## src/hdl/dataEnginePkg.sv

```systemverilog
`default_nettype none

package dataEnginePkg;

   localparam int dataW   = 32;
   localparam int daddrW  = 11;
   localparam int periodW = 6;
   // bus words: 0 port A, 1 port B, 2 adder sum
   localparam int busN    = 3;
   localparam int selW    = 2;

   // address display on outputs, no input on selection
   localparam logic [selW-1:0] selAddr = selW'(3);

   typedef struct packed {
      logic [daddrW-1:0]  iterations;
      logic [periodW-1:0] period;
      logic [periodW-1:0] duty;
      logic [selW-1:0]    sel;
      logic [daddrW-1:0]  start;
      logic [daddrW-1:0]  shift;
      logic [daddrW-1:0]  incr;
      logic [periodW-1:0] delay;
      logic               reverse;
   } memPortCfg_t;

   typedef struct packed {
      logic [selW-1:0] selA;
      logic [selW-1:0] selB;
   } adderCfg_t;

   typedef logic [dataW-1:0] dataBus_t [busN];

   // bus word picked by a selector, zero when nothing matches
   function automatic logic [dataW-1:0] busPick(input dataBus_t bus,
                                                input logic [selW-1:0] sel);
      logic [dataW-1:0] word;
      word = '0;
      for (int k = 0; k < busN; k++) begin
         if (sel == selW'(k)) word = bus[k];
      end
      return word;
   endfunction

endpackage

`default_nettype wire

```

## src/hdl/adderUnit.sv

```systemverilog
`timescale 1ns/10ps
`default_nettype none

module adderUnit import dataEnginePkg::*; (
   input  logic             clk,
   input  logic             reset,
   input  adderCfg_t        cfg,
   input  dataBus_t         bus,
   output logic [dataW-1:0] sum
);

   logic [dataW-1:0] opA;
   logic [dataW-1:0] opB;

   // selAddr picks nothing, so a zero operand
   assign opA = busPick(bus, cfg.selA);
   assign opB = busPick(bus, cfg.selB);

   always_ff @(posedge clk) begin
      if (reset) begin
         sum <= '0;
      end else begin
         sum <= opA + opB;
      end
   end

endmodule

`default_nettype wire

```

## config.mk

```make
export PLATFORM = sky130hd
export DESIGN_NAME = adderUnit
export DESIGN_NICKNAME = d
export VERILOG_FILES = /design/src/hdl/dataEnginePkg.sv /design/src/hdl/adderUnit.sv
export SDC_FILE = /design/constraint.sdc
export NUM_CORES = 1
export LEC_CHECK = 0
export ABC_AREA = 1
export BUFFER_PORTS_ARGS = -buffer_cell sky130_fd_sc_hd__buf_2
export CELL_PAD_IN_SITES_DETAIL_PLACEMENT = 0
export CELL_PAD_IN_SITES_GLOBAL_PLACEMENT = 2
export CORE_ASPECT_RATIO = 1.1
export CORE_MARGIN = 8
export CORE_UTILIZATION = 26
export DETAILED_ROUTE_END_ITERATION = 8
export GPL_ROUTABILITY_DRIVEN = 0
export PLACE_DENSITY = 0.89
export SLEW_MARGIN = 0
export SYNTH_ARGS = -nofsm -noshare
export SYNTH_HDL_FRONTEND = slang
export SYNTH_SLANG_ARGS = --single-unit
```

## constraint.sdc

```tcl
create_clock -name clk -period 4.24 [get_ports clk]
set_clock_uncertainty 0.15 [all_clocks]
set_input_delay 1.272 -clock clk [delete_from_list [all_inputs] [get_ports clk]]
set_output_delay 1.272 -clock clk [all_outputs]
set_load 0.02 [all_outputs]
```

==> impl_metrics.yaml <==
route:
  drtIter0Drc: 301
  vias_per_cell: 4.75
  avgRoutedWirePerCell_um: 15.1
  ant_nets: 0
  routed_wl_um: 17100
  drcViolationCount: 0
  vias: 5399
  first_pass_iters: 5
clock_network:
  cts_buffer_depth: 2
  root_buffer: "clkbuf_16"
  postCtsHoldBufs: 0
  cts_tree: "done"
  cts_resized: 0
  cts_buffers: 5
  clock_sinks: 32
  postCtsSetupBuffers: 0
  cts.htree.levels: 2
  cts.reportedPaths.clkPinSlew_ns: 0.05
grt:
  track_usage: 0.159
  antenna_found_initial: 0
  grt_pass1_wl_um: 28000
  grt_max_degree: 32
  grt_pass1_vias: 5630
  met3_usage: 0.0279
  top_usage_layer: "met2"
  use_met2: 0.295
  grt-ovfl-total: 0
  met1_usage: 0.183
finish:
  largestRegisters: "sum x32"
  drive_gt1_frac: 0.207
  instances_no_fill: 1136
  nFillCells: 1947
  largest_reg_flops: 32
  syn_to_final_growth_pct: 25.5
  regMostFlops: "sum"
  num-nets-final: 1062
  n_antenna_cell: 0
  design_area_sq_um: 5520
  utilization: 0.328
hold_path:
  min_path_type: "primary input to flip-flop"
floorplan:
  ios: 134
  row_count: 50
  dieArea_sq_um: 21400
  start_util: 0.262
  die_y_um: 152
  die_w_um: 140
  core_sq_um: 16800
power:
  p_sw_uw: 712
  switching_share: 0.444
  p_leak_nw: 3.26
  p_total_mw: 1.61
  p_comb_frac: 0.535
  clkPwrFrac: 0.235
  seq_power_share: 0.230
  peakVddDrop_v: 0.000143
  p_per_area_nw_per_um2: 291
  internal_power_uw: 893
yosys:
  synth_common_cells: "nand2_1, inv_1, a21oi_1"
  synth-seq-cells: 32
  yosysMostFrequentCell: "nand2_1"
  synth_xor_xnor_area_share: 0.00398
  synth_area_leaders: "nand2_1, dfxtp_1, inv_1"
  yosysTopAreaCell: "nand2_1"
  synthFlopType: "dfxtp_1"
  avgSynthCellArea_sq_um: 5.55
  synth_top_area_frac: 0.211
  synth_compound_area_frac: 0.229
  muxShareOfSynthArea: 0
  synth_edf_count: 0
  synth_cell_types: 30
  syn_nets: 927
  syn_inst: 793
  yosys_warnings: 0
  synth_top_family_by_area: "simple AND/OR/NAND/NOR gates"
  synth-adder-area-share: 0.0926
  synth-simple-area-share: 0.361
  syn_area_sq_um: 4400
  synth_seq_area_share: 0.145
  synthArstFlopShare: 0
setup_path:
  cp_num_buf_inv: 2
  crit_type: "primary input to flip-flop"
  cp.arrival_ns: 3.91
  end_kind: "flip-flop"
  path_cells: "buf_2 > nor2_2 > buf_4 > a221oi_1 > ha_1 > nand2_1 > nor2_1 > nand2_1 > nor2_1 > nand2_1 > nand3_1 > and2_1 > nor2_1"
  cp_max_fo: 20
  cpLargestDelayFamily: "simple AND/OR/NAND/NOR gates"
  required_ns: 4.26
  cpPeakStageDelay_ns: 0.70
  crit_slowest_cell: "nor2_2"
  cp-start-kind: "primary input"
sta:
  hold_viol: 0
  finalMaxSlewViolations: 0
  rsz0062_at_grt: "false"
  hold_ws_ns: 1.09
  worst_pin_slew_ns: 0.895
  max-slew-margin-rel: 0.403
  setup_tns_ns: 0
  fmaxAchievable_mhz: 256
  setup-violations-final: 0
  worst_slack_ns: 0.341
  fin_crit_sh: 0.920
  timing.final.crit_period_ns: 3.90
placed_design:
  placed_cells: 1129
  io_buffers: 133
  dpl-instance-area_sq_um: 5370
  pre_cts_slack_ns: 0.0916
  hpwlAfterDp_um: 14500
outcome:
  outcome: "finished, final reports clean"
run:
  cap_violations: 0
metal layers:
metal / wire, um / vias up
met1: 7440 / 2394
met4: 382 / 0
met2: 8470 / 156
li1: - / 2823
met5: 0 / -
met3: 813 / 26
path summary, 6_finish.rpt:
path	endpoint	depth (start not counted)	startpoint	slack, ns
min	sum[0]$_SDFF_PP0_	2	reset	1.09
max	sum[26]$_SDFF_PP0_	13	cfg[2]	0.34
cells in the final DEF, fill, tap and decap left out:
cell,instances
nand2_1,248
inv_1,166
buf_2,133
a21oi_1,71
nor2_1,60
o221ai_1,32
dfxtp_1,32
ha_1,31
a221oi_1,28
nand3_1,28
o21ai_0,13
nand2_2,13
buf_4,12
inv_2,10
nor2_2,6
o21bai_1,5
and2_1,5
nand4_1,5
clkbuf_16,5
nand3_2,4
nor3_2,4
clkinv_1,3
nor3_1,3
xnor2_1,2
clkbuf_8,2
nor2_4,1
a21oi_2,1
and3_1,1
a21o_1,1
o21a_1,1
fa_1,1
buf_12,1
cell type report:
| class | count | area [sq um] | area share |
|---|---|---|---|
| inverters | 179 | 672 | 0.122 |
| repair buffers | 146 | 776 | 0.140 |
| clock buffers | 7 | 153 | 0.0276 |
| multi-input cells | 564 | 3020 | 0.547 |
| well taps | 208 | 260 | 0.0471 |
| flip-flops and latches | 32 | 641 | 0.116 |
power groups by stage:
stage                     clock [mW]  combinational [mW]  sequential [mW]
after floorplan                    0               0.501            0.439
after global placement             0               0.865            0.377
after detailed placement           0               0.863            0.376
after CTS                      0.383               0.866            0.371
after global routing           0.396               0.971            0.375
final                          0.377               0.859            0.369
logic make-up (layout without fill, tap and decap cells):
| logic type | count (synthesis) | count (layout) |
|---|---|---|
| buf+inv | 197 | 332 |
| xor+xnor | 2 | 2 |
| fa+ha+maj | 32 | 32 |
| flops | 32 | 32 |
| simple gates | 378 | 378 |
| compound gates | 152 | 152 |
(Power assumes the default switching activity.)
